<file path="src/source/traffic_pkg.sv">
/*
 * Shared widths, region codes, path codes and types for the traffic
 * routing fabric. Modules import this inside their body and use scoped
 * names in their port lists.
 */

package traffic_pkg;

	//////////////////////////////
	// widths
	parameter int num_channels_default = 2;
	parameter int csr_addr_w = 14;
	parameter int region_w = 2;
	parameter int offset_w = 12;
	parameter int csr_data_w = 32;
	parameter int st_data_w = 64;
	parameter int st_empty_w = 3;
	parameter int tx_error_w = 1;
	parameter int rx_error_w = 6;

	//////////////////////////////
	// host address regions by the top two address bits
	localparam logic [region_w-1:0] region_ptp = 2'd0;
	localparam logic [region_w-1:0] region_select = 2'd1;
	localparam logic [region_w-1:0] region_std0 = 2'd2;
	localparam logic [region_w-1:0] region_std1 = 2'd3;

	// traffic engine choice
	// std out of reset since the ptp engine is parked
	localparam logic path_ptp = 1'b0;
	localparam logic path_std = 1'b1;

	typedef logic [csr_data_w-1:0] csr_word_t;
	typedef logic [st_data_w-1:0] st_data_t;

	// host address seen as a raw word or as region plus offset
	typedef union packed {
		logic [csr_addr_w-1:0] raw;
		struct packed {
			logic [region_w-1:0] region;
			logic [offset_w-1:0] offset;
		} split;
	} csr_addr_u;

endpackage
</file>
<file path="src/source/st_link_if.sv">
/*
 * One packet stream link between a source and a sink.
 * A beat moves on a cycle with valid and ready both high,
 * and the source holds it until then. Error width is set per link.
 */

`timescale 1ns/1ps

interface st_link_if #(
	parameter int ERROR_W = traffic_pkg::rx_error_w
);
	import traffic_pkg::*;

	st_data_t data;
	logic [st_empty_w-1:0] empty;
	logic sop;
	logic eop;
	logic [ERROR_W-1:0] error;
	logic valid;
	logic ready;

	modport source (
		output data, empty, sop, eop, error, valid,
		input ready
	);

	modport sink (
		input data, empty, sop, eop, error, valid,
		output ready
	);

endinterface

</file>
<file path="src/source/csr_bus_if.sv">
/*
 * Memory-mapped control bus with waitrequest handshake.
 * An access holds its fields until a cycle with waitrequest low,
 * which completes it and, for a read, carries readdata.
 */

`timescale 1ns/1ps

interface csr_bus_if #(
	parameter int ADDR_W = traffic_pkg::csr_addr_w
);
	import traffic_pkg::*;

	logic read;
	logic write;
	logic [ADDR_W-1:0] address;
	csr_word_t writedata;
	csr_word_t readdata;
	logic waitrequest;

	modport host (
		output read, write, address, writedata,
		input readdata, waitrequest
	);

	modport target (
		input read, write, address, writedata,
		output readdata, waitrequest
	);

endinterface

</file>
<file path="src/source/eth_traffic_router.sv">
/*
 * Traffic routing fabric for the Ethernet test design.
 * Decodes the host control bus, holds the path-select register and
 * switches each channel's MAC streams between the ptp and standard
 * traffic engines, which sit outside on plain ports.
 */

`timescale 1ns/1ps

module eth_traffic_router #(
	parameter int NUM_CHANNELS = traffic_pkg::num_channels_default
) (
	input logic clk,
	input logic rst,

	// host bus
	input logic avl_mm_read,
	input logic avl_mm_write,
	input logic [traffic_pkg::csr_addr_w-1:0] avl_mm_address,
	input traffic_pkg::csr_word_t avl_mm_writedata,
	output traffic_pkg::csr_word_t avl_mm_readdata,
	output logic avl_mm_waitrequest,

	// exported engine buses
	output logic ptp_read,
	output logic ptp_write,
	output logic [7:0] ptp_address,
	input traffic_pkg::csr_word_t ptp_readdata,
	input logic ptp_waitrequest,
	output logic [NUM_CHANNELS-1:0] std_read,
	output logic [NUM_CHANNELS-1:0] std_write,
	output logic [traffic_pkg::offset_w-1:0] std_address,
	input traffic_pkg::csr_word_t [NUM_CHANNELS-1:0] std_readdata,
	input logic [NUM_CHANNELS-1:0] std_waitrequest,
	output traffic_pkg::csr_word_t writedata_out,

	// engine transmit streams
	input traffic_pkg::st_data_t [NUM_CHANNELS-1:0] ptp_tx_data,
	input logic [NUM_CHANNELS-1:0][traffic_pkg::st_empty_w-1:0] ptp_tx_empty,
	input logic [NUM_CHANNELS-1:0] ptp_tx_sop,
	input logic [NUM_CHANNELS-1:0] ptp_tx_eop,
	input logic [NUM_CHANNELS-1:0][traffic_pkg::tx_error_w-1:0] ptp_tx_error,
	input logic [NUM_CHANNELS-1:0] ptp_tx_valid,
	output logic [NUM_CHANNELS-1:0] ptp_tx_ready,
	input traffic_pkg::st_data_t [NUM_CHANNELS-1:0] std_tx_data,
	input logic [NUM_CHANNELS-1:0][traffic_pkg::st_empty_w-1:0] std_tx_empty,
	input logic [NUM_CHANNELS-1:0] std_tx_sop,
	input logic [NUM_CHANNELS-1:0] std_tx_eop,
	input logic [NUM_CHANNELS-1:0][traffic_pkg::tx_error_w-1:0] std_tx_error,
	input logic [NUM_CHANNELS-1:0] std_tx_valid,
	output logic [NUM_CHANNELS-1:0] std_tx_ready,

	// engine receive streams
	output traffic_pkg::st_data_t [NUM_CHANNELS-1:0] ptp_rx_data,
	output logic [NUM_CHANNELS-1:0][traffic_pkg::st_empty_w-1:0] ptp_rx_empty,
	output logic [NUM_CHANNELS-1:0] ptp_rx_sop,
	output logic [NUM_CHANNELS-1:0] ptp_rx_eop,
	output logic [NUM_CHANNELS-1:0][traffic_pkg::rx_error_w-1:0] ptp_rx_error,
	output logic [NUM_CHANNELS-1:0] ptp_rx_valid,
	input logic [NUM_CHANNELS-1:0] ptp_rx_ready,
	output traffic_pkg::st_data_t [NUM_CHANNELS-1:0] std_rx_data,
	output logic [NUM_CHANNELS-1:0][traffic_pkg::st_empty_w-1:0] std_rx_empty,
	output logic [NUM_CHANNELS-1:0] std_rx_sop,
	output logic [NUM_CHANNELS-1:0] std_rx_eop,
	output logic [NUM_CHANNELS-1:0][traffic_pkg::rx_error_w-1:0] std_rx_error,
	output logic [NUM_CHANNELS-1:0] std_rx_valid,
	input logic [NUM_CHANNELS-1:0] std_rx_ready,

	// MAC side
	output traffic_pkg::st_data_t [NUM_CHANNELS-1:0] mac_tx_data,
	output logic [NUM_CHANNELS-1:0][traffic_pkg::st_empty_w-1:0] mac_tx_empty,
	output logic [NUM_CHANNELS-1:0] mac_tx_sop,
	output logic [NUM_CHANNELS-1:0] mac_tx_eop,
	output logic [NUM_CHANNELS-1:0][traffic_pkg::tx_error_w-1:0] mac_tx_error,
	output logic [NUM_CHANNELS-1:0] mac_tx_valid,
	input logic [NUM_CHANNELS-1:0] mac_tx_ready,
	input traffic_pkg::st_data_t [NUM_CHANNELS-1:0] mac_rx_data,
	input logic [NUM_CHANNELS-1:0][traffic_pkg::st_empty_w-1:0] mac_rx_empty,
	input logic [NUM_CHANNELS-1:0] mac_rx_sop,
	input logic [NUM_CHANNELS-1:0] mac_rx_eop,
	input logic [NUM_CHANNELS-1:0][traffic_pkg::rx_error_w-1:0] mac_rx_error,
	input logic [NUM_CHANNELS-1:0] mac_rx_valid,
	output logic [NUM_CHANNELS-1:0] mac_rx_ready
);
	import traffic_pkg::*;

	logic requested_path;
	logic [NUM_CHANNELS-1:0] active_path;

	csr_bus_if #(.ADDR_W(csr_addr_w)) host_bus ();
	csr_bus_if #(.ADDR_W(1)) select_bus ();

	assign host_bus.read = avl_mm_read;
	assign host_bus.write = avl_mm_write;
	assign host_bus.address = avl_mm_address;
	assign host_bus.writedata = avl_mm_writedata;
	assign avl_mm_readdata = host_bus.readdata;
	assign avl_mm_waitrequest = host_bus.waitrequest;

	//////////////////////////////
	// control path
	csr_address_decoder #(.NUM_CHANNELS(NUM_CHANNELS)) i_csr_address_decoder (
		.clk(clk),
		.rst(rst),
		.host(host_bus.target),
		.select_bus(select_bus.host),
		.ptp_read(ptp_read),
		.ptp_write(ptp_write),
		.ptp_address(ptp_address),
		.ptp_readdata(ptp_readdata),
		.ptp_waitrequest(ptp_waitrequest),
		.std_read(std_read),
		.std_write(std_write),
		.std_address(std_address),
		.std_readdata(std_readdata),
		.std_waitrequest(std_waitrequest),
		.writedata_out(writedata_out)
	);

	path_select_csr #(.NUM_CHANNELS(NUM_CHANNELS)) i_path_select_csr (
		.clk(clk),
		.rst(rst),
		.bus(select_bus.target),
		.active_path(active_path),
		.requested_path(requested_path)
	);

	//////////////////////////////
	// one stream switch per channel
	for (genvar ch = 0; ch < NUM_CHANNELS; ch++)
	begin : g_channel
		st_link_if #(.ERROR_W(tx_error_w)) ptp_tx_link ();
		st_link_if #(.ERROR_W(tx_error_w)) std_tx_link ();
		st_link_if #(.ERROR_W(tx_error_w)) mac_tx_link ();
		st_link_if #(.ERROR_W(rx_error_w)) mac_rx_link ();
		st_link_if #(.ERROR_W(rx_error_w)) ptp_rx_link ();
		st_link_if #(.ERROR_W(rx_error_w)) std_rx_link ();

		assign ptp_tx_link.data = ptp_tx_data[ch];
		assign ptp_tx_link.empty = ptp_tx_empty[ch];
		assign ptp_tx_link.sop = ptp_tx_sop[ch];
		assign ptp_tx_link.eop = ptp_tx_eop[ch];
		assign ptp_tx_link.error = ptp_tx_error[ch];
		assign ptp_tx_link.valid = ptp_tx_valid[ch];
		assign ptp_tx_ready[ch] = ptp_tx_link.ready;

		assign std_tx_link.data = std_tx_data[ch];
		assign std_tx_link.empty = std_tx_empty[ch];
		assign std_tx_link.sop = std_tx_sop[ch];
		assign std_tx_link.eop = std_tx_eop[ch];
		assign std_tx_link.error = std_tx_error[ch];
		assign std_tx_link.valid = std_tx_valid[ch];
		assign std_tx_ready[ch] = std_tx_link.ready;

		assign mac_tx_data[ch] = mac_tx_link.data;
		assign mac_tx_empty[ch] = mac_tx_link.empty;
		assign mac_tx_sop[ch] = mac_tx_link.sop;
		assign mac_tx_eop[ch] = mac_tx_link.eop;
		assign mac_tx_error[ch] = mac_tx_link.error;
		assign mac_tx_valid[ch] = mac_tx_link.valid;
		assign mac_tx_link.ready = mac_tx_ready[ch];

		assign mac_rx_link.data = mac_rx_data[ch];
		assign mac_rx_link.empty = mac_rx_empty[ch];
		assign mac_rx_link.sop = mac_rx_sop[ch];
		assign mac_rx_link.eop = mac_rx_eop[ch];
		assign mac_rx_link.error = mac_rx_error[ch];
		assign mac_rx_link.valid = mac_rx_valid[ch];
		assign mac_rx_ready[ch] = mac_rx_link.ready;

		assign ptp_rx_data[ch] = ptp_rx_link.data;
		assign ptp_rx_empty[ch] = ptp_rx_link.empty;
		assign ptp_rx_sop[ch] = ptp_rx_link.sop;
		assign ptp_rx_eop[ch] = ptp_rx_link.eop;
		assign ptp_rx_error[ch] = ptp_rx_link.error;
		assign ptp_rx_valid[ch] = ptp_rx_link.valid;
		assign ptp_rx_link.ready = ptp_rx_ready[ch];

		assign std_rx_data[ch] = std_rx_link.data;
		assign std_rx_empty[ch] = std_rx_link.empty;
		assign std_rx_sop[ch] = std_rx_link.sop;
		assign std_rx_eop[ch] = std_rx_link.eop;
		assign std_rx_error[ch] = std_rx_link.error;
		assign std_rx_valid[ch] = std_rx_link.valid;
		assign std_rx_link.ready = std_rx_ready[ch];

		channel_stream_switch i_channel_stream_switch (
			.clk(clk),
			.rst(rst),
			.requested_path(requested_path),
			.active_path(active_path[ch]),
			.ptp_tx(ptp_tx_link.sink),
			.std_tx(std_tx_link.sink),
			.mac_tx(mac_tx_link.source),
			.mac_rx(mac_rx_link.sink),
			.ptp_rx(ptp_rx_link.source),
			.std_rx(std_rx_link.source)
		);
	end

endmodule

</file>
<file path="src/source/channel_stream_switch.sv">
/*
 * Stream switch for one channel. The active engine's transmit stream
 * goes to the MAC, and the MAC receive stream is steered back to that
 * same engine. A new path is taken only when neither direction is
 * inside a packet, so packets are never split between engines.
 */

`timescale 1ns/1ps

module channel_stream_switch (
	input logic clk,
	input logic rst,
	input logic requested_path,
	output logic active_path,
	st_link_if.sink ptp_tx,
	st_link_if.sink std_tx,
	st_link_if.source mac_tx,
	st_link_if.sink mac_rx,
	st_link_if.source ptp_rx,
	st_link_if.source std_rx
);
	import traffic_pkg::*;

	logic active_q;
	logic use_ptp;
	logic tx_open;
	logic rx_open;
	logic tx_beat;
	logic rx_beat;
	logic tx_start;
	logic rx_start;
	logic boundary;

	//////////////////////////////
	// packet tracking
	assign tx_beat = mac_tx.valid & mac_tx.ready;
	assign rx_beat = mac_rx.valid & mac_rx.ready;
	assign tx_start = tx_beat & mac_tx.sop & ~mac_tx.eop;
	assign rx_start = rx_beat & mac_rx.sop & ~mac_rx.eop;

	// a packet starting on this edge counts as open
	assign boundary = ~tx_open & ~rx_open & ~tx_start & ~rx_start;

	always_ff @(posedge clk)
	begin
		if (rst)
		begin
			active_q <= path_std;
			tx_open <= 1'b0;
			rx_open <= 1'b0;
		end
		else
		begin
			if (tx_beat)
				tx_open <= tx_start | (tx_open & ~mac_tx.eop);
			if (rx_beat)
				rx_open <= rx_start | (rx_open & ~mac_rx.eop);
			if (boundary)
				active_q <= requested_path;
		end
	end

	assign active_path = active_q;
	assign use_ptp = (active_q == path_ptp);

	//////////////////////////////
	// transmit mux
	assign mac_tx.data = use_ptp ? ptp_tx.data : std_tx.data;
	assign mac_tx.empty = use_ptp ? ptp_tx.empty : std_tx.empty;
	assign mac_tx.sop = use_ptp ? ptp_tx.sop : std_tx.sop;
	assign mac_tx.eop = use_ptp ? ptp_tx.eop : std_tx.eop;
	assign mac_tx.error = use_ptp ? ptp_tx.error : std_tx.error;
	assign mac_tx.valid = use_ptp ? ptp_tx.valid : std_tx.valid;

	// idle engine is held off
	assign ptp_tx.ready = use_ptp & mac_tx.ready;
	assign std_tx.ready = ~use_ptp & mac_tx.ready;

	//////////////////////////////
	// receive demux
	assign ptp_rx.data = mac_rx.data;
	assign ptp_rx.empty = mac_rx.empty;
	assign ptp_rx.sop = mac_rx.sop;
	assign ptp_rx.eop = mac_rx.eop;
	assign ptp_rx.error = mac_rx.error;
	assign ptp_rx.valid = use_ptp & mac_rx.valid;

	assign std_rx.data = mac_rx.data;
	assign std_rx.empty = mac_rx.empty;
	assign std_rx.sop = mac_rx.sop;
	assign std_rx.eop = mac_rx.eop;
	assign std_rx.error = mac_rx.error;
	assign std_rx.valid = ~use_ptp & mac_rx.valid;

	assign mac_rx.ready = use_ptp ? ptp_rx.ready : std_rx.ready;

endmodule

</file>
<file path="src/source/path_select_csr.sv">
/*
 * Path-select register on the control bus.
 * Offset 0: requested traffic engine in bit 0, read/write.
 * Offset 1: active path of each channel, one bit per channel, read only.
 * Writes complete at once, reads take one wait cycle.
 */

`timescale 1ns/1ps

module path_select_csr #(
	parameter int NUM_CHANNELS = traffic_pkg::num_channels_default
) (
	input logic clk,
	input logic rst,
	csr_bus_if.target bus,
	input logic [NUM_CHANNELS-1:0] active_path,
	output logic requested_path
);
	import traffic_pkg::*;

	// set in the wait cycle, so the read completes on the next one
	logic rd_ack;

	assign bus.waitrequest = bus.read & ~rd_ack;

	always_ff @(posedge clk)
	begin
		if (rst)
		begin
			rd_ack <= 1'b0;
			bus.readdata <= '0;
			requested_path <= path_std;
		end
		else
		begin
			rd_ack <= bus.read & ~rd_ack;

			if (bus.read & ~rd_ack)
			begin
				if (bus.address == 1'b0)
					bus.readdata <= csr_word_t'(requested_path);
				else
					bus.readdata <= csr_word_t'(active_path);
			end

			// offset 1 ignores writes
			if (bus.write && bus.address == 1'b0)
				requested_path <= bus.writedata[0];
		end
	end

endmodule

</file>
<file path="src/source/csr_address_decoder.sv">
/*
 * Splits the host control bus into four regions by the top two address
 * bits: ptp engine, select register, and one standard engine per channel.
 * Purely combinational. Strobes reach only the addressed target, and its
 * readdata and waitrequest are returned to the host.
 */

`timescale 1ns/1ps

module csr_address_decoder #(
	parameter int NUM_CHANNELS = traffic_pkg::num_channels_default
) (
	input logic clk,
	input logic rst,
	csr_bus_if.target host,
	csr_bus_if.host select_bus,
	output logic ptp_read,
	output logic ptp_write,
	output logic [7:0] ptp_address,
	input traffic_pkg::csr_word_t ptp_readdata,
	input logic ptp_waitrequest,
	output logic [NUM_CHANNELS-1:0] std_read,
	output logic [NUM_CHANNELS-1:0] std_write,
	output logic [traffic_pkg::offset_w-1:0] std_address,
	input traffic_pkg::csr_word_t [NUM_CHANNELS-1:0] std_readdata,
	input logic [NUM_CHANNELS-1:0] std_waitrequest,
	output traffic_pkg::csr_word_t writedata_out
);
	import traffic_pkg::*;

	csr_addr_u addr;
	logic sel_ptp;
	logic sel_select;
	logic [NUM_CHANNELS-1:0] sel_std;

	assign addr.raw = host.address;

	//////////////////////////////
	// region match
	assign sel_ptp = (addr.split.region == region_ptp);
	assign sel_select = (addr.split.region == region_select);

	always_comb
	begin
		for (int ch = 0; ch < NUM_CHANNELS; ch++)
			sel_std[ch] = (addr.split.region == region_w'(region_std0 + ch));
	end

	//////////////////////////////
	// request side
	assign ptp_read = host.read & sel_ptp;
	assign ptp_write = host.write & sel_ptp;
	assign ptp_address = addr.split.offset[7:0];

	assign select_bus.read = host.read & sel_select;
	assign select_bus.write = host.write & sel_select;
	assign select_bus.address = addr.split.offset[0];
	assign select_bus.writedata = host.writedata;

	assign std_read = {NUM_CHANNELS{host.read}} & sel_std;
	assign std_write = {NUM_CHANNELS{host.write}} & sel_std;
	assign std_address = addr.split.offset;

	// only the strobed target looks at it
	assign writedata_out = host.writedata;

	//////////////////////////////
	// response from the addressed target
	always_comb
	begin
		host.readdata = '0;
		host.waitrequest = 1'b0;
		if (sel_ptp)
		begin
			host.readdata = ptp_readdata;
			host.waitrequest = ptp_waitrequest;
		end
		else if (sel_select)
		begin
			host.readdata = select_bus.readdata;
			host.waitrequest = select_bus.waitrequest;
		end
		else
		begin
			for (int ch = 0; ch < NUM_CHANNELS; ch++)
				if (sel_std[ch])
				begin
					host.readdata = std_readdata[ch];
					host.waitrequest = std_waitrequest[ch];
				end
		end
	end

endmodule

</file>
<file path="config.mk">
export PLATFORM = sky130hd
export DESIGN_NAME = eth_traffic_router
export DESIGN_NICKNAME = d
export VERILOG_FILES = /design/src/source/traffic_pkg.sv /design/src/source/st_link_if.sv /design/src/source/csr_bus_if.sv /design/src/source/eth_traffic_router.sv /design/src/source/channel_stream_switch.sv /design/src/source/path_select_csr.sv /design/src/source/csr_address_decoder.sv
export SDC_FILE = /design/constraint.sdc
export NUM_CORES = 1
export LEC_CHECK = 0
export BUFFER_PORTS_ARGS = -buffer_cell sky130_fd_sc_hd__buf_2
export CAP_MARGIN = 40
export CORE_AREA = 2 2 446 448
export DETAILED_ROUTE_END_ITERATION = 12
export DIE_AREA = 0 0 448 450
export GPL_ROUTABILITY_DRIVEN = 0
export HOLD_SLACK_MARGIN = 0.06
export MAX_ROUTING_LAYER = met4
export PLACE_DENSITY = 0.3
export REMOVE_ABC_BUFFERS = 1
export SLEW_MARGIN = 15
export SYNTH_ARGS = -nofsm -noshare
export SYNTH_HDL_FRONTEND = slang
export SYNTH_SLANG_ARGS = --single-unit
</file>
<file path="constraint.sdc">
create_clock -name clk -period 4.3 [get_ports clk]
set_clock_uncertainty 0.2 [all_clocks]
set_input_delay 0.86 -clock clk [delete_from_list [all_inputs] [get_ports clk]]
set_output_delay 0.86 -clock clk [all_outputs]
set_load 0.01 [all_outputs]
</file>
=== Yosys cells after proc, flatten, opt, wreduce, memory -nomap -nowiden ===
Cells that the tools add are included.

* $add $sub $neg: 0
* Multipliers: 0
* Divide/modulo/power cells: 0
* $lt $le $gt $ge: 0
* Equal/unequal tests: 3
* Shifts and indexed selects: 0
* Multiplexer cells: 23
* Bitwise logic cells: 57
* Reductions and logical operators: 2

{| class="wikitable"
|+ Operators with widths
! kind !! count
|-
| 32-bit two-way mux || 4
|-
| 64-bit two-way mux || 2
|-
| 1-bit bitwise AND || 35
|-
| 1-bit inverter || 16
|-
| 1-bit two-way mux || 14
|-
| 3-bit two-way mux || 2
|-
| 2-bit bitwise AND || 2
|-
| 2-bit == test, second input constant || 2
|-
| 1-bit bitwise OR || 4
|-
| 2-bit by 1-bit == test with 1-bit output, second input constant || 1
|-
| 2-bit zero test || 1
|-
| 2-bit two-way mux || 1
|-
| 1-bit logical AND || 1
|}

* Register bits after elaboration: 40
* Bits in latches: 0
* RAM bits: 0
* ROM bits: 0
* Logic and storage cells: 94
* Memories: 0

=== Depth between registers and ports, before layout ===
* Depth in word-level cells: 7
* Depth in mapped cells: 6

=== Modules after synthesis ===
Synthesis repeated with hierarchy kept, for this count alone.

* Cells, all modules: 710
* Area, all modules: 6480.0 um^2

{| class="wikitable"
|+ By module, submodules not included
! module !! times used !! cells each !! area each (um^2) !! sequential area each (um^2)
|-
| channel_stream_switch || 2 || 251 || 2170.8 || 60.1
|-
| csr_address_decoder || 1 || 135 || 1549.0 || 0.0
|-
| path_select_csr || 1 || 47 || 394.1 || 80.1
|-
| eth_traffic_router || 1 || 26 || 195.2 || 0.0
|}

=== Worst setup path before layout ===
No wires, ideal clock.

* Kind: input-to-output
* Start point: input port avl_mm_address[13] (netlist name)
* End point: output port avl_mm_readdata[10]
* Arrival time: 1757 ps
* Required time: 3240 ps
* Path slack: 1483 ps
* Stages on the path: 5
* Cells stage by stage: buf_4 buf_4 buf_4 mux2i_1 o21ai_0

* Longest elaborated chain between the ends: 5

{| class="wikitable"
|+ RTL lines
! element !! line !! text
|-
| from (decl) || eth_traffic_router.sv:19 || <nowiki>input logic [traffic_pkg::csr_addr_w-1:0] avl_mm_address,</nowiki>
|-
| 2-bit == test || csr_address_decoder.sv:46 || <nowiki>sel_std[ch] = (addr.split.region == region_w'(region_std0 + ch));</nowiki>
|-
| 32-bit two-way mux (2 in series) || csr_address_decoder.sv:86 || <nowiki>if (sel_std[ch])</nowiki>
|-
| 32-bit two-way mux || csr_address_decoder.sv:78 || <nowiki>else if (sel_select)</nowiki>
|-
| 32-bit two-way mux * || csr_address_decoder.sv:73 || <nowiki>if (sel_ptp)</nowiki>
|-
| to (decl) || eth_traffic_router.sv:21 || <nowiki>output traffic_pkg::csr_word_t avl_mm_readdata,</nowiki>
|}

Mark *: on every way between the ends. The rest lies on a longest branch, timed or not.

=== Final worst setup path ===
* Start point: input port avl_mm_address[12] (netlist name)
* End point: output port avl_mm_waitrequest

* Longest elaborated chain between the ends: 5

{| class="wikitable"
|+ RTL lines
! element !! line !! text
|-
| 2-bit == test or 2-bit by 1-bit == test with 1-bit output (tied branches) || csr_address_decoder.sv:46, csr_address_decoder.sv:41 ||
|-
| 1-bit two-way mux or 1-bit bitwise AND (tied branches) || csr_address_decoder.sv:86, csr_address_decoder.sv:55 ||
|-
| 1-bit two-way mux or 1-bit bitwise AND (tied branches) || csr_address_decoder.sv:86, path_select_csr.sv:24 ||
|-
| 1-bit two-way mux || csr_address_decoder.sv:78 ||
|-
| 1-bit two-way mux * || csr_address_decoder.sv:73 ||
|-
| to (decl) || eth_traffic_router.sv:22 || <nowiki>output logic avl_mm_waitrequest,</nowiki>
|}

Marks and branches as above.

==> parameters.txt <==
Parameter                              Value

Critical path
  Path type of the worst setup path    input port to output port
  Slowest stage delay, CP    0.39 ns
  Startpoint types    input port
  Worst-path maximum fanout    42
  Number of cells traversed by the worst register-to-register path    5
  Slowest-stage cell, CP    buf_4
  Critical path required time    3.24 ns
  Critical Path End Type    output port
  Worst endpoint data arrival time    2.15 ns
  Worst path cell trace    buf_2 > buf_4 > and4bb_1 > a211oi_1 > nor2_1 > buf_2
  Cell type with the highest occurrence count on the critical path    buf_2

STA
  Number of hold violations in the final report    0
  Unrepaired setup endpoints after global routing    false
  Final worst-path setup slack    1.088 ns
  Max-slew violations    0
  Number of setup violations in the final report    0
  Highest achievable clock rate    between 300 and 400 MHz
  Period Utilization, post-route    0.7470
  Minimum clock period    ~3.2 ns
  Remaining max-slew budget at the tightest pin    0.5845
  Worst slew pin tran    0.6216 ns
  Total negative setup slack    0 ns

Route
  Via/cell ratio    2.283
  Routed length per placed instance    59.20 microns
  Number of vias in the routed layout    8,418
  Drt first pass iters    6
  Remaining number of nets flagged by the antenna check after routing    0
  Number of remaining DRC errors    0
  Iteration-0 DRC Markers    922
  Total detailed-routing wirelength    between 200,000 and 250,000 microns

Die
  Die span in x    between 400 and 500 microns
  Starting utilization of the core area    0.02952
  Top-Level Pins    1,134
  Y dimension of the die    450 microns
  Core area    196,600 sq um
  Area enclosed by the die boundary    201,600 sq um
  Count of standard-cell rows    163

Synth
  Unique cell type count in the Yosys netlist    32
  Most frequently used flop master after synthesis    dfxtp_1
  Number of synthesized flops with an enable pin    0
  YS warnings    0
  Yosys top cell area share    0.4851
  #FFs+latches synth    10
  Cell types occupying the most area after synthesis    buf_4, mux2_2, mux2i_1
  Synthesized area divided by synthesized cell count    8.220 sq um
  Post-Synthesis Cells    706
  Cell type contributing the most total cell area after synthesis    buf_4
  Proportion of register bits with asynchronous set or reset after synthesis    0
  Synth Cell Area    5803 sq um
  Seq/Total Area, Yosys    0.03450

Power
  IR Drop Worst-Case VDD    between 0.00008 and 0.00009 V
  Pleak    around 3.7 nW
  Cell Pwr Density    112.5 nW/um^2

Final layout
  Layout area overhead    67.40%
  Share of final-layout standard cells stronger than drive strength 1    0.8350
  Number of inserted filler cells in the final layout    23,500
  Number of nets in the final layout    1,513
  Final instance count without filler cells    3,687

Placement
  Post-placement worst setup slack    1.108 ns
  Count of buffers inserted at the top-level ports    604
  DP HPWL    206,500 microns
  Placed cell count    3,557

Global routing
  Overflow after GRT    0
  Total Routing Usage GR    0.2137
  First-pass GRT wire length    232,100 microns
  Antenna violations before repair    around 260
  Pin count of the biggest net entering global routing    55
  Via count of the first global-routing pass    about 6,300

Clock tree
  Clock transition time at the flip-flop clock pins of the worst setup and hold paths    roughly 0.060 ns
  CTS HTree Levels    1
  Clock Root Buffer    clkbuf_16
  Total of hold buffers inserted after clock tree synthesis    0
  Worst-skew pair later-pin latency    0.27 ns
  Clk sink count    10
  Post-CTS Setup Repair Bufs    0
  Total CTS buffers    3
  Post-cts resize count    0
  CTS tree    built
  Buffers from clock root to sink, at most    2

Min path
  Path type of the worst min-delay path    register to register
  Number of cells on the worst hold path    2

Job
  Max cap viols    0

Status
  Status    finished clean
[state kept, by name (all words and copies together) (netlist names)]
register and count:
i_path_select_csr.bus.readdata 2, i_path_select_csr.rd_ack 1, g_channel.i_channel_stream_switch.rx_open 2, g_channel.i_channel_stream_switch.tx_open 2, i_path_select_csr.requested_path 1, g_channel.i_channel_stream_switch.active_path 2
[per-stage QoR]
step | power [mW] | area, sq um | hold WS (ns) | utilization
after floorplan | 0.3299 | 2849 | 0.2362 | -
after global placement | 0.8953 | 9240 | 0.3267 | 0.04700
after detailed placement | 0.9009 | 9310 | 0.3277 | 0.04736
after CTS | 1.141 | 9399 | 0.3395 | 0.04781
after global routing | 1.145 | 9712 | 0.3680 | 0.04940
final | 1.093 | 9714 | 0.3398 | 0.04941
[worst paths after layout]
check | start | end | slack [ns]
min | g_channel[0].i_channel_stream_switch.tx_open | g_channel[0].i_channel_stream_switch.tx_open | 0.34
max | avl_mm_address[12] | avl_mm_waitrequest | 1.09
max reg2reg | register | register | 1.98
min reg2reg | g_channel[0].i_channel_stream_switch.tx_open | g_channel[0].i_channel_stream_switch.tx_open | 0.34
[per-layer routing]
metal,wire (microns),vias up,GRT usage
met5,0,-,-
met4,3606,0,0.01526
met3,70500,297,0.3163
met2,94090,1952,0.3236
met1,50090,3545,0.1363
li1,-,2624,-
[synthesized netlist by cell type, types with 3 or more instances]
master,n
and2_1,5
nand3_1,3
o21ai_0,30
nor2b_1,4
mux2i_1,33
a21oi_1,4
nand2_1,32
clkbuf_1,7
mux2_2,140
mux2_4,4
dfxtp_1,10
inv_1,3
buf_2,18
buf_4,375
a311oi_1,4
nor2_1,7
[kinds of logic (layout without fill, tap and decap cells)]
group                  count (synthesis)  count (layout)  synth area share
AO/OA/AOI/OAI                         45              45           0.04592
buffers and inverters                405             620            0.5110
flip-flops                            10              10           0.03450
multiplexers                         179             179            0.3467
other                                  0             126                 0
AND/OR/NAND/NOR                       67              67           0.06188
[layout make-up]
| class | instances | area (sq um) | area share |
|---|---|---|---|
| inverters | 3 | 11.26 | 0.001159 |
| flip-flops and latches | 10 | 207.7 | 0.02138 |
| well taps | 2640 | 3303 | 0.3400 |
| diodes | 126 | 315.3 | 0.03246 |
| repair buffers | 613 | 3151 | 0.3243 |
| clock buffers | 4 | 88.84 | 0.009145 |
| multi-input cells | 291 | 2638 | 0.2715 |
[critical path, delay by kind of cell]
family | cells | cell delay [ns]
AOI/OAI and AO/OA | 1 | 0.08
and+or+nand+nor | 2 | 0.47
buffers and inverters | 3 | 0.70
[cell usage in the layout (no fill, tap or decap), drive strengths merged, types with 3 or more instances in the layout]
cell type / count
inv: 3
a21oi: 4
a311oi: 4
mux2i: 33
nor2b: 4
nand2: 32
diode: 126
mux2: 144
nand3: 3
and2: 5
o21ai: 30
nor2: 7
dfxtp: 10
a211oi: 4
clkbuf: 4
buf: 613
[power by group]
part | internal [mW] | switching, mW
Clock | 0.142 | 0.0740
Combinational | 0.325 | 0.447
Sequential | 0.0957 | 0.00869
Note: power is estimated with default switching activity, not from simulation.
